==> config.mk <==
export PLATFORM = sky130hd
export DESIGN_NAME = ooo_backend
export DESIGN_NICKNAME = d
export VERILOG_FILES = /design/src/hdl/ooo_pkg.sv /design/src/hdl/regfile_scoreboard.sv /design/src/hdl/reorder_buffer.sv /design/src/hdl/dispatch_unit.sv /design/src/hdl/int_alu.sv /design/src/hdl/mul_unit.sv /design/src/hdl/ooo_backend.sv
export SDC_FILE = /design/constraint.sdc
export NUM_CORES = 2
export LEC_CHECK = 0
export BUFFER_PORTS_ARGS = -buffer_cell sky130_fd_sc_hd__buf_2
export CAP_MARGIN = 20
export CORE_ASPECT_RATIO = 1.25
export CORE_UTILIZATION = 41
export CTS_CLUSTER_SIZE = 40
export DETAILED_ROUTE_END_ITERATION = 8
export PLACE_DENSITY_LB_ADDON = 0.1
export SLEW_MARGIN = 20
export SYNTH_ARGS = -nofsm -noshare
export SYNTH_HDL_FRONTEND = slang
export SYNTH_SLANG_ARGS = --single-unit
==> constraint.sdc <==
create_clock -name clk -period 7.1 [get_ports clk]
set_input_delay 1.42 -clock clk [delete_from_list [all_inputs] [get_ports clk]]
set_output_delay 1.42 -clock clk [all_outputs]
set_load 0.05 [all_outputs]
==> src/hdl/ooo_pkg.sv <==
package ooo_pkg;

    // widest tag any configuration may carry in the shared structs
    localparam int MAX_TAG_W = 4;

    // multiplier pipeline depth in cycles
    localparam int MUL_LATENCY = 3;

    typedef enum logic [2:0] {
        op_add  = 3'd0,
        op_sub  = 3'd1,
        op_and  = 3'd2,
        op_or   = 3'd3,
        op_xor  = 3'd4,
        op_addi = 3'd5,
        op_mul  = 3'd6
    } opcode_e;

    // decoded instruction as it arrives from the front end
    typedef struct packed {
        opcode_e     op;
        logic [4:0]  rd;
        logic [4:0]  rs1;
        logic [4:0]  rs2;
        logic [31:0] imm;
    } instr_t;

    // one operation handed to an execution unit
    typedef struct packed {
        logic                 valid;
        opcode_e              op;
        logic [31:0]          opnd_a;
        logic [31:0]          opnd_b;
        logic [MAX_TAG_W-1:0] tag;
    } issue_t;

    // completion into the reorder buffer
    typedef struct packed {
        logic                 valid;
        logic [MAX_TAG_W-1:0] tag;
        logic [31:0]          value;
    } wb_t;

    // in-order retirement into the register file
    typedef struct packed {
        logic                 valid;
        logic [4:0]           rd;
        logic [31:0]          value;
        logic [MAX_TAG_W-1:0] tag;
    } commit_t;

endpackage

==> src/hdl/regfile_scoreboard.sv <==
module regfile_scoreboard
    import ooo_pkg::*;
#(
    parameter int ROB_IDX_W = 2
) (
    input  logic                 clk,
    input  logic                 rst,

    // retirement from the reorder buffer
    input  commit_t              commit,

    // newest writer of a register, set on dispatch
    input  logic                 issue_valid,
    input  logic [4:0]           issue_rd,
    input  logic [ROB_IDX_W-1:0] issue_tag,

    // source reads for the instruction at dispatch
    input  logic [4:0]           rs1,
    input  logic [4:0]           rs2,
    output logic [31:0]          rs1_value,
    output logic [31:0]          rs2_value,
    output logic                 rs1_ready,
    output logic                 rs2_ready,
    output logic [ROB_IDX_W-1:0] rs1_tag,
    output logic [ROB_IDX_W-1:0] rs2_tag
);

    logic [31:0]          value_q [32];
    logic [ROB_IDX_W-1:0] tag_q [32];
    logic [31:0]          busy_q;

    logic commit_wr;
    logic commit_is_newest;

    always_comb begin
        commit_wr        = commit.valid && (commit.rd != 5'd0);
        commit_is_newest = busy_q[commit.rd] &&
                           (tag_q[commit.rd] == commit.tag[ROB_IDX_W-1:0]);
    end

    // architectural state starts at zero
    always_ff @(posedge clk) begin
        if (rst) begin
            for (int i = 0; i < 32; i++) begin
                value_q[i] <= '0;
                tag_q[i]   <= '0;
            end
            busy_q <= '0;
        end else begin
            if (commit_wr) begin
                value_q[commit.rd] <= commit.value;
                // an older writer retiring leaves the newer producer in place
                if (commit_is_newest) begin
                    busy_q[commit.rd] <= 1'b0;
                end
            end
            // same-cycle dispatch wins over the clear
            if (issue_valid && (issue_rd != 5'd0)) begin
                tag_q[issue_rd]  <= issue_tag;
                busy_q[issue_rd] <= 1'b1;
            end
        end
    end

    always_comb begin
        rs1_value = value_q[rs1];
        rs2_value = value_q[rs2];
        rs1_ready = ~busy_q[rs1];
        rs2_ready = ~busy_q[rs2];
        rs1_tag   = tag_q[rs1];
        rs2_tag   = tag_q[rs2];
    end

endmodule

==> src/hdl/reorder_buffer.sv <==
module reorder_buffer
    import ooo_pkg::*;
#(
    parameter int ROB_IDX_W = 2
) (
    input  logic                 clk,
    input  logic                 rst,

    // allocation at the tail
    input  logic                 alloc_valid,
    input  logic [4:0]           alloc_rd,
    output logic [ROB_IDX_W-1:0] alloc_tag,
    output logic                 alloc_full,

    // completions from the execution units
    input  wb_t                  alu_wb,
    input  wb_t                  mul_wb,

    // operand lookup by producer tag
    input  logic [ROB_IDX_W-1:0] lookup_tag_a,
    input  logic [ROB_IDX_W-1:0] lookup_tag_b,
    output logic                 lookup_done_a,
    output logic                 lookup_done_b,
    output logic [31:0]          lookup_value_a,
    output logic [31:0]          lookup_value_b,

    // in-order retirement
    output commit_t              commit
);

    localparam int DEPTH = 1 << ROB_IDX_W;

    logic [4:0]           rd_q [DEPTH];
    logic [31:0]          value_q [DEPTH];
    logic [DEPTH-1:0]     done_q;
    logic [ROB_IDX_W-1:0] head_q;
    logic [ROB_IDX_W-1:0] tail_q;
    logic [ROB_IDX_W:0]   count_q;

    logic                 retire;
    logic [ROB_IDX_W-1:0] alu_idx;
    logic [ROB_IDX_W-1:0] mul_idx;

    always_comb begin
        alu_idx    = alu_wb.tag[ROB_IDX_W-1:0];
        mul_idx    = mul_wb.tag[ROB_IDX_W-1:0];
        alloc_tag  = tail_q;
        alloc_full = (count_q == (ROB_IDX_W+1)'(DEPTH));
        // head retires as soon as its result is in
        retire     = (count_q != '0) && done_q[head_q];
    end

    // pointers, occupancy and done bits
    always_ff @(posedge clk) begin
        if (rst) begin
            head_q  <= '0;
            tail_q  <= '0;
            count_q <= '0;
            done_q  <= '0;
        end else begin
            if (alloc_valid) begin
                tail_q         <= tail_q + 1'b1;
                done_q[tail_q] <= 1'b0;
            end
            if (retire) begin
                head_q <= head_q + 1'b1;
            end

            // completions land out of order
            if (alu_wb.valid) begin
                done_q[alu_idx] <= 1'b1;
            end
            if (mul_wb.valid) begin
                done_q[mul_idx] <= 1'b1;
            end

            case ({alloc_valid, retire})
                2'b10:   count_q <= count_q + 1'b1;
                2'b01:   count_q <= count_q - 1'b1;
                default: count_q <= count_q;
            endcase
        end
    end

    // entry payload
    always_ff @(posedge clk) begin
        if (alloc_valid) begin
            rd_q[tail_q] <= alloc_rd;
        end
        if (alu_wb.valid) begin
            value_q[alu_idx] <= alu_wb.value;
        end
        if (mul_wb.valid) begin
            value_q[mul_idx] <= mul_wb.value;
        end
    end

    always_comb begin
        lookup_done_a  = done_q[lookup_tag_a];
        lookup_done_b  = done_q[lookup_tag_b];
        lookup_value_a = value_q[lookup_tag_a];
        lookup_value_b = value_q[lookup_tag_b];
    end

    always_comb begin
        commit.valid = retire;
        commit.rd    = rd_q[head_q];
        commit.value = value_q[head_q];
        commit.tag   = MAX_TAG_W'(head_q);
    end

endmodule

==> src/hdl/dispatch_unit.sv <==
module dispatch_unit
    import ooo_pkg::*;
#(
    parameter int ROB_IDX_W = 2
) (
    input  logic                 clk,
    input  logic                 rst,

    // instruction input
    input  logic                 in_valid,
    input  instr_t               in_instr,
    output logic                 in_ready,

    // reorder buffer allocation
    output logic                 alloc_valid,
    output logic [4:0]           alloc_rd,
    input  logic [ROB_IDX_W-1:0] alloc_tag,
    input  logic                 alloc_full,

    // register file scoreboard
    output logic                 issue_valid,
    output logic [4:0]           issue_rd,
    output logic [ROB_IDX_W-1:0] issue_tag,
    output logic [4:0]           rs1,
    output logic [4:0]           rs2,
    input  logic [31:0]          rs1_value,
    input  logic [31:0]          rs2_value,
    input  logic                 rs1_ready,
    input  logic                 rs2_ready,
    input  logic [ROB_IDX_W-1:0] rs1_tag,
    input  logic [ROB_IDX_W-1:0] rs2_tag,

    // reorder buffer operand lookup
    output logic [ROB_IDX_W-1:0] lookup_tag_a,
    output logic [ROB_IDX_W-1:0] lookup_tag_b,
    input  logic                 lookup_done_a,
    input  logic                 lookup_done_b,
    input  logic [31:0]          lookup_value_a,
    input  logic [31:0]          lookup_value_b,

    // execution units
    output issue_t               alu_issue,
    output issue_t               mul_issue
);

    logic        src_a_ok;
    logic        src_b_ok;
    logic        use_imm;
    logic        is_mul;
    logic        accept;
    logic [31:0] opnd_a;
    logic [31:0] opnd_b;

    // one payload register serves both units, only one valid at a time
    logic                 alu_vld_q;
    logic                 mul_vld_q;
    opcode_e              op_q;
    logic [31:0]          opnd_a_q;
    logic [31:0]          opnd_b_q;
    logic [ROB_IDX_W-1:0] tag_q;

    always_comb begin
        rs1          = in_instr.rs1;
        rs2          = in_instr.rs2;
        lookup_tag_a = rs1_tag;
        lookup_tag_b = rs2_tag;
        use_imm      = (in_instr.op == op_addi);
        is_mul       = (in_instr.op == op_mul);

        // committed value first, else a finished but unretired producer
        src_a_ok = rs1_ready || lookup_done_a;
        opnd_a   = rs1_ready ? rs1_value : lookup_value_a;
        src_b_ok = use_imm || rs2_ready || lookup_done_b;
        opnd_b   = use_imm ? in_instr.imm : (rs2_ready ? rs2_value : lookup_value_b);

        in_ready = !alloc_full && src_a_ok && src_b_ok;
        accept   = in_valid && in_ready;

        alloc_valid = accept;
        alloc_rd    = in_instr.rd;
        issue_valid = accept;
        issue_rd    = in_instr.rd;
        issue_tag   = alloc_tag;
    end

    always_ff @(posedge clk) begin
        if (rst) begin
            alu_vld_q <= 1'b0;
            mul_vld_q <= 1'b0;
        end else begin
            alu_vld_q <= accept && !is_mul;
            mul_vld_q <= accept && is_mul;
        end
    end

    always_ff @(posedge clk) begin
        if (accept) begin
            op_q     <= in_instr.op;
            opnd_a_q <= opnd_a;
            opnd_b_q <= opnd_b;
            tag_q    <= alloc_tag;
        end
    end

    always_comb begin
        alu_issue = '{valid: alu_vld_q, op: op_q, opnd_a: opnd_a_q, opnd_b: opnd_b_q,
                      tag: MAX_TAG_W'(tag_q)};
        mul_issue = '{valid: mul_vld_q, op: op_q, opnd_a: opnd_a_q, opnd_b: opnd_b_q,
                      tag: MAX_TAG_W'(tag_q)};
    end

endmodule

==> src/hdl/int_alu.sv <==
module int_alu
    import ooo_pkg::*;
#(
    parameter int ROB_IDX_W = 2
) (
    input  logic   clk,
    input  logic   rst,
    input  issue_t issue,
    output wb_t    wb
);

    logic [31:0]          result;
    logic                 valid_q;
    logic [ROB_IDX_W-1:0] tag_q;
    logic [31:0]          value_q;

    always_comb begin
        case (issue.op)
            op_add,
            op_addi: result = issue.opnd_a + issue.opnd_b;
            op_sub:  result = issue.opnd_a - issue.opnd_b;
            op_and:  result = issue.opnd_a & issue.opnd_b;
            op_or:   result = issue.opnd_a | issue.opnd_b;
            op_xor:  result = issue.opnd_a ^ issue.opnd_b;
            // multiplies never reach this unit
            default: result = '0;
        endcase
    end

    always_ff @(posedge clk) begin
        if (rst) begin
            valid_q <= 1'b0;
        end else begin
            valid_q <= issue.valid;
        end
    end

    always_ff @(posedge clk) begin
        tag_q   <= issue.tag[ROB_IDX_W-1:0];
        value_q <= result;
    end

    assign wb = '{valid: valid_q, tag: MAX_TAG_W'(tag_q), value: value_q};

endmodule

==> src/hdl/mul_unit.sv <==
module mul_unit
    import ooo_pkg::*;
#(
    parameter int ROB_IDX_W = 2
) (
    input  logic   clk,
    input  logic   rst,
    input  issue_t issue,
    output wb_t    wb
);

    // valid and tag ride alongside the data stages
    logic [MUL_LATENCY-1:0] valid_q;
    logic [ROB_IDX_W-1:0]   tag_q [MUL_LATENCY];

    // stage 1 partial products, only the low 32 bits of the product matter
    logic [31:0] part_lo_q;
    logic [15:0] part_hi_q;
    // stage 2 sum, stage 3 output
    logic [31:0] sum_q;
    logic [31:0] prod_q;

    always_ff @(posedge clk) begin
        if (rst) begin
            valid_q <= '0;
        end else begin
            valid_q <= {valid_q[MUL_LATENCY-2:0], issue.valid};
        end
    end

    always_ff @(posedge clk) begin
        tag_q[0] <= issue.tag[ROB_IDX_W-1:0];
        for (int i = 1; i < MUL_LATENCY; i++) begin
            tag_q[i] <= tag_q[i-1];
        end

        part_lo_q <= 32'(issue.opnd_a[15:0] * issue.opnd_b);
        part_hi_q <= 16'(issue.opnd_a[31:16] * issue.opnd_b[15:0]);

        sum_q  <= part_lo_q + {part_hi_q, 16'd0};
        prod_q <= sum_q;
    end

    assign wb = '{valid: valid_q[MUL_LATENCY-1],
                  tag:   MAX_TAG_W'(tag_q[MUL_LATENCY-1]),
                  value: prod_q};

endmodule

==> src/hdl/ooo_backend.sv <==
module ooo_backend
    import ooo_pkg::*;
#(
    parameter int ROB_IDX_W = 2
) (
    input  logic    clk,
    input  logic    rst,
    input  logic    in_valid,
    input  instr_t  in_instr,
    output logic    in_ready,
    output commit_t commit
);

    logic                 alloc_valid;
    logic [4:0]           alloc_rd;
    logic [ROB_IDX_W-1:0] alloc_tag;
    logic                 alloc_full;

    logic                 issue_valid;
    logic [4:0]           issue_rd;
    logic [ROB_IDX_W-1:0] issue_tag;
    logic [4:0]           rs1;
    logic [4:0]           rs2;
    logic [31:0]          rs1_value;
    logic [31:0]          rs2_value;
    logic                 rs1_ready;
    logic                 rs2_ready;
    logic [ROB_IDX_W-1:0] rs1_tag;
    logic [ROB_IDX_W-1:0] rs2_tag;

    logic [ROB_IDX_W-1:0] lookup_tag_a;
    logic [ROB_IDX_W-1:0] lookup_tag_b;
    logic                 lookup_done_a;
    logic                 lookup_done_b;
    logic [31:0]          lookup_value_a;
    logic [31:0]          lookup_value_b;

    issue_t alu_issue;
    issue_t mul_issue;
    wb_t    alu_wb;
    wb_t    mul_wb;

    dispatch_unit #(.ROB_IDX_W(ROB_IDX_W)) u_dispatch (
        .clk, .rst, .in_valid, .in_instr, .in_ready,
        .alloc_valid, .alloc_rd, .alloc_tag, .alloc_full,
        .issue_valid, .issue_rd, .issue_tag, .rs1, .rs2,
        .rs1_value, .rs2_value, .rs1_ready, .rs2_ready, .rs1_tag, .rs2_tag,
        .lookup_tag_a, .lookup_tag_b, .lookup_done_a, .lookup_done_b,
        .lookup_value_a, .lookup_value_b, .alu_issue, .mul_issue
    );

    int_alu #(.ROB_IDX_W(ROB_IDX_W)) u_alu (
        .clk, .rst, .issue(alu_issue), .wb(alu_wb)
    );

    mul_unit #(.ROB_IDX_W(ROB_IDX_W)) u_mul (
        .clk, .rst, .issue(mul_issue), .wb(mul_wb)
    );

    reorder_buffer #(.ROB_IDX_W(ROB_IDX_W)) u_rob (
        .clk, .rst, .alloc_valid, .alloc_rd, .alloc_tag, .alloc_full,
        .alu_wb, .mul_wb, .lookup_tag_a, .lookup_tag_b,
        .lookup_done_a, .lookup_done_b, .lookup_value_a, .lookup_value_b,
        .commit
    );

    regfile_scoreboard #(.ROB_IDX_W(ROB_IDX_W)) u_regfile (
        .clk, .rst, .commit, .issue_valid, .issue_rd, .issue_tag,
        .rs1, .rs2, .rs1_value, .rs2_value, .rs1_ready, .rs2_ready, .rs1_tag, .rs2_tag
    );

endmodule

Word-level counts from Yosys, hierarchy flattened. Memories as Yosys holds them, arrays and structs flattened. A register that Yosys moved wholly into a read port is not among the register bits. Index checks and enable logic that the tools add are counted.

Bits in registers: 264. Word-level logic and storage cells: 158. Output and inout bits: 43. Memories: 5. RAM bits: 1242. Input port bits: 53.

Add/sub/neg operators: 7. Eq/ne operators: 11. Reductions and logical operators: 27. Muxes and demuxes: 60. Bitwise logic cells: 12. $lt $le $gt $ge: 15. $mul: 2.

Memory list: u_regfile.value_q (words 32, width 32, rd ports 2, clocked after memory_dff 0, write ports 32, RTL line regfile_scoreboard.sv:28) `logic [31:0] value_q [32];`; u_rob.value_q (words 4, width 32, rd ports 3, clocked after memory_dff 1, write ports 2, RTL line reorder_buffer.sv:34) `logic [31:0] value_q [DEPTH];`; u_regfile.tag_q (words 32, width 2, rd ports 3, clocked after memory_dff 0, write ports 32, RTL line regfile_scoreboard.sv:29) `logic [ROB_IDX_W-1:0] tag_q [32];`; u_rob.rd_q (words 4, width 5, rd ports 1, clocked after memory_dff 1, write ports 1, RTL line reorder_buffer.sv:33) `logic [4:0] rd_q [DEPTH];`; u_mul.tag_q (words 3, width 2, rd ports 3, clocked after memory_dff 0, write ports 3, RTL line mul_unit.sv:14) `logic [ROB_IDX_W-1:0] tag_q [MUL_LATENCY];`.

Operators with widths (count): $mux W32 (8); $pmux W32 S5 (1); $add A32 B32 Y32 (2); $and A32 B32 Y32 (2); $or A32 B32 Y32 (2); $mul A16 B32 Y32 (1); $not A32 Y32 (1); $reduce_or A32 Y1 (1); $sub A32 B32 Y32 (1); $xor A32 B32 Y32 (1); $mux W1 (27); $lt A5 B6 Y1 const B (4); $mux W4 (5); $lt A2 B3 Y1 const B (6); $mul A16 B16 Y16 (1); $bmux W1 S5 (3); $eq A3 B3 Y1 const B (5); $logic_and A1 B1 Y1 (14); $demux W1 S5 (2); $ge A5 B1 Y1 const B (2); $mux W2 (5); $mux W5 (2); $reduce_bool A5 Y1 (2); $or A4 B4 Y4 (2); other kinds (21) (34).

Depth between registers and ports, before layout.
Depth in word-level cells: 14. Gate-level depth with buffers: 27. Gate-level depth less buffers: 25.

Modules after synthesis. Synthesis repeated with hierarchy kept, for this count alone.

Cell total of the unflattened synthesis: 7162. Area total of the unflattened synthesis: 97135.7 um^2.

By module, submodules not included: regfile_scoreboard (times used 1, cells an instance 3698, seq. area each 33311.9 um^2, area an instance 60088.9 um^2); mul_unit (times used 1, cells an instance 2031, seq. area each 2422.3 um^2, area an instance 18482.7 um^2); reorder_buffer (times used 1, cells an instance 495, seq. area each 4704.5 um^2, area an instance 9160.0 um^2); int_alu (times used 1, cells an instance 646, seq. area each 700.7 um^2, area an instance 5013.6 um^2); dispatch_unit (times used 1, cells an instance 292, seq. area each 2112.0 um^2, area an instance 4390.5 um^2).

Least setup slack after synthesis. Ideal clock, no wire load.

Path type: flip-flop to flip-flop. From: register u_dispatch.opnd_a_q[5]. To: register u_mul.part_lo_q[31]. Library setup time: 122 ps. Arrival: 6117 ps. Cell stages (with the launch flop): 25. Path buffers: 3. Path slack: 861 ps. Cell sequence: edfxtp_1 clkbuf_1 clkinv_1 clkbuf_1 nor2_1 fa_1 inv_1 fa_1 fa_1 inv_1 fa_1 fa_1 inv_1 fa_1 inv_1 ha_1 clkbuf_1 nand4_1 o2111ai_1 o211ai_1 a2bb2oi_1 o31ai_1 nand3_1 o21ai_0 xnor2_1.

Cells in the longest elaborated chain, start to end: 1.

Ends and longest elaborated chain: start: declaration (RTL line dispatch_unit.sv:58) `logic [31:0] opnd_a_q;`; start signal: assignment (RTL line dispatch_unit.sv:99) `opnd_a_q <= opnd_a;`; $mul A16 B32 Y32 (RTL line mul_unit.sv:37) `part_lo_q <= 32'(issue.opnd_a[15:0] * issue.opnd_b);`; end signal: assignment (RTL line mul_unit.sv:37); end: declaration (RTL line mul_unit.sv:17) `logic [31:0] part_lo_q;`.

No other way between the ends. A chain may end at the register's enable or synchronous reset.

Worst setup path after layout.
From: register u_dispatch.opnd_a_q[4]. To: register u_mul.part_lo_q[28].

The elaborated chain is that of the path after synthesis.

==> summary.txt <==
Worst setup path
  • Slowest CP cell: fa_1
  • Worst path cell trace: inv_1 > buf_4 > nor2_1 > fa_1 > inv_1 > fa_1 > inv_1 > fa_1 > fa_1 > fa_1 > inv_1 > fa_1 > inv_1 > ha_1 > a21o_1 > a21oi_1 > nand2_1 > a41o_1 > a21o_1 > a21oi_1 > nor2b_1 > o21a_1 > o41ai_1 > nor2_1
  • Worst stage delay on the critical path: 0.54 ns
  • Critical path buffers and inverters: 6
  • Critical Path Fanout Max: 11
  • WP data arrival: 7.32 ns
  • Most used cell, CP: fa_1
  • Startpoint Class: flop
  • Req. time, crit path: 7.80 ns
  • Critical path class: flop to flop
  • Top cell family by delay on the critical path: adder cells
  • CP endpoint kind: flop

Timing
  • Setup tns final: 0 ns
  • Max_slew headroom: 0.191
  • Max-slew violations: 0
  • Worst Skew: 0.0565 ns
  • Final Hold Viols: 0
  • Period minus WS final: 6.62 ns
  • PnR worst setup slack: 0.480 ns
  • Endpoints failing setup: 0
  • Unrepaired setup endpoints after global routing: no
  • Tcrit/Tclk final: 0.932
  • Slew @ Worst Pin: 1.21 ns
  • Fmax: 0.151 GHz

Hold path
  • HP Class: flop to flop

Pwr
  • Combinational share of power: 0.521
  • Max VDD drop: 1620 uV
  • P_sw: 17.6 mW
  • Internal Pwr Total: 24.5 mW
  • Clock power share: 0.210
  • Lkg Pwr: 39.8 nW
  • Register share of total power: 0.269
  • Power Dens Cells: 406 nW/um2
  • Sw frac: 0.418
  • Pwr Total: 42.0 mW

Synth
  • Avg Inst Size Synth: 12.4 um2
  • Part of the Yosys area used for sequential elements: 0.463
  • Post-Syn Instances: 7537
  • Yosys reg bits: 1506
  • Post-synth top flop: edfxtp_1
  • Ys async rst share: 0
  • Synth Warn #: 0
  • Distinct cells, synth: 78
  • Synth Cell Area: 93300 um2
  • Post-synth EDFFs: 1305

Clocking
  • TritonCTS clock tree: done
  • Cts hold-fix bufs: 0
  • Resize count post-CTS: 0
  • Cts bufs inserted: 174
  • Reg clk slew, reported paths: 0.06 ns
  • CTS max path bufs: 4
  • # Post-CTS Setup Buffers: 0
  • Clock sink total: 1506
  • Clock insertion delay at the later pin of the skew report: 0.86 ns
  • H-tree depth: 4
  • Buffer type at the clock tree root: clkbuf_16

Finish
  • Final net count: 8159
  • Filler cells: 20461
  • Most common cell after layout, fill and taps aside: nor2_1
  • Non-filler instance count after layout: 10588
  • Most frequent cells in the layout: 1433 x nor2_1, 1305 x edfxtp_1, 710 x mux4_2
  • P&R area growth vs syn: 10.9%
  • Fraction of layout instances using a drive strength above 1: 0.213
  • Final Util: 0.458

Detailed routing
  • Drt drc: 0
  • Avg Vias per Cell: 6.12
  • DRT Wirelength: 362000 um
  • First-pass DRT Iterations: 5
  • DRT iter0 DRCs: 6919
  • Remaining antenna violation count after routing: 0
  • Via count: 64753
  • WL per Instance: 34.2 um

Floorplanning
  • Core area: 226000 um2
  • Die area: 229000 um2
  • Row count: 195
  • I/O pin cnt: 96
  • Initial core utilization: 0.413
  • DIE WIDTH: 429 um
  • Die Ht: 535 um

Place
  • RePlAce Congestion: 0.977
  • Detailed Place HPWL: 238000 um
  • Port Buffers: 93
  • Placed instance count: 10267
  • Setup WS pre-CTS: 0.474 ns

GRT
  • Vias in the first global route: 65608
  • Number of antenna violations at the first check in global routing: 27
  • Total gr overflow: 0
  • Largest net degree at the start of global routing: 104
  • GRT Overall Usage: 0.314
  • First-pass GRT wire length: 505000 um

Status
  • Status: finished clean

Flow run
  • Max-cap viol count: 0
[worst paths after layout]
path	start	to	slack [ns]	depth (start not counted)
setup reg to reg	u_dispatch.opnd_a_q[4]	u_mul.part_lo_q[28]	0.48	24
setup / recovery	u_dispatch.opnd_a_q[4]	u_mul.part_lo_q[28]	0.48	24
hold / removal	u_mul.part_lo_q[3]	u_mul.sum_q[3]	0.32	0
hold reg to reg	u_mul.part_lo_q[3]	u_mul.sum_q[3]	0.32	0
[sequential cells by signal, indices dropped and copies added, names as in the netlist, 3 cells and up, named ones only]
register	flops
u_regfile.value_q	1024
u_rob.value_q	128
u_regfile.tag_q	64
u_alu.value_q	32
u_dispatch.opnd_a_q	32
u_dispatch.opnd_b_q	32
u_mul.part_lo_q	32
u_mul.prod_q	32
u_mul.sum_q	32
u_regfile.busy_q	32
u_rob.rd_q	20
u_mul.part_hi_q	16
u_mul.tag_q	5
u_rob.done_q	4
u_dispatch.op_q	3
u_mul.valid_q	3
u_rob.count_q	3
[routing by layer]
metal  global-route usage  routed length [um]  up-vias
li1                     -                   -    26756
met1                0.386              135000    33856
met2                0.534              179000     3291
met3               0.0476               26600      842
met4                0.166               21500        8
met5                    0                  48        -
[synthesized netlist by cell type (24+ instances only)]
master,number,area (um2)
nor2_1,1435,5390
edfxtp_1,1305,39200
mux4_2,710,16000
inv_1,570,2140
nand2_1,564,2120
clkbuf_1,478,1790
fa_1,387,7750
ha_1,230,2880
a21oi_1,207,1040
dfxtp_1,201,4020
mux2_2,192,2160
mux2i_1,180,1800
o21ai_0,156,781
xnor2_1,132,1160
buf_1,73,274
nor2b_1,73,457
a211oi_1,57,428
nand2b_1,54,338
buf_2,48,240
a31oi_1,45,282
nand3_1,44,220
o21ai_1,32,160
xor2_1,31,272
a21o_1,30,225
nor3_1,27,135
o22ai_1,24,150
[area by class of cell]
type / instances / area, um2 / area share
clock inverter: 87 / 663 / 0.00641
multi-input combinational: 4868 / 46300 / 0.447
antenna: 16 / 40.0 / 0.000387
clock buffer: 217 / 4690 / 0.0454
inverter: 591 / 2220 / 0.0215
sequential: 1506 / 43200 / 0.418
tap: 2955 / 3700 / 0.0357
timing repair buffer: 348 / 2670 / 0.0258
[per-stage QoR]
stage                     hold WS [ns]  area, um2
after global placement           0.310      98000
after global routing             0.324     103000
after CTS                        0.316     103000
final                            0.320     103000
after floorplan                  0.310      93400
after detailed placement         0.312      98000
[cell families after synthesis]
logic type / count (synthesis) / share of synthesized area
and+or+nand+nor: 2290 / 0.0996
DFF: 1506 / 0.463
buffers and inverters: 1198 / 0.0493
muxes: 1084 / 0.214
AOI/OAI and AO/OA: 678 / 0.0441
adders and majority gates: 617 / 0.114
xor gates and xnor gates: 163 / 0.0153
other: 1 / 0.0000402
[power by group through the flow]
stage                     sequential [mW]  combinational (mW)  clock, mW
after floorplan                      11.1                14.9          0
after global placement               11.5                21.6          0
after detailed placement             11.5                22.0          0
after CTS                            11.3                22.1       8.96
after global routing                 11.4                24.4       9.22
final                                11.3                21.9       8.83
Note: power is estimated with default switching activity, not from simulation.
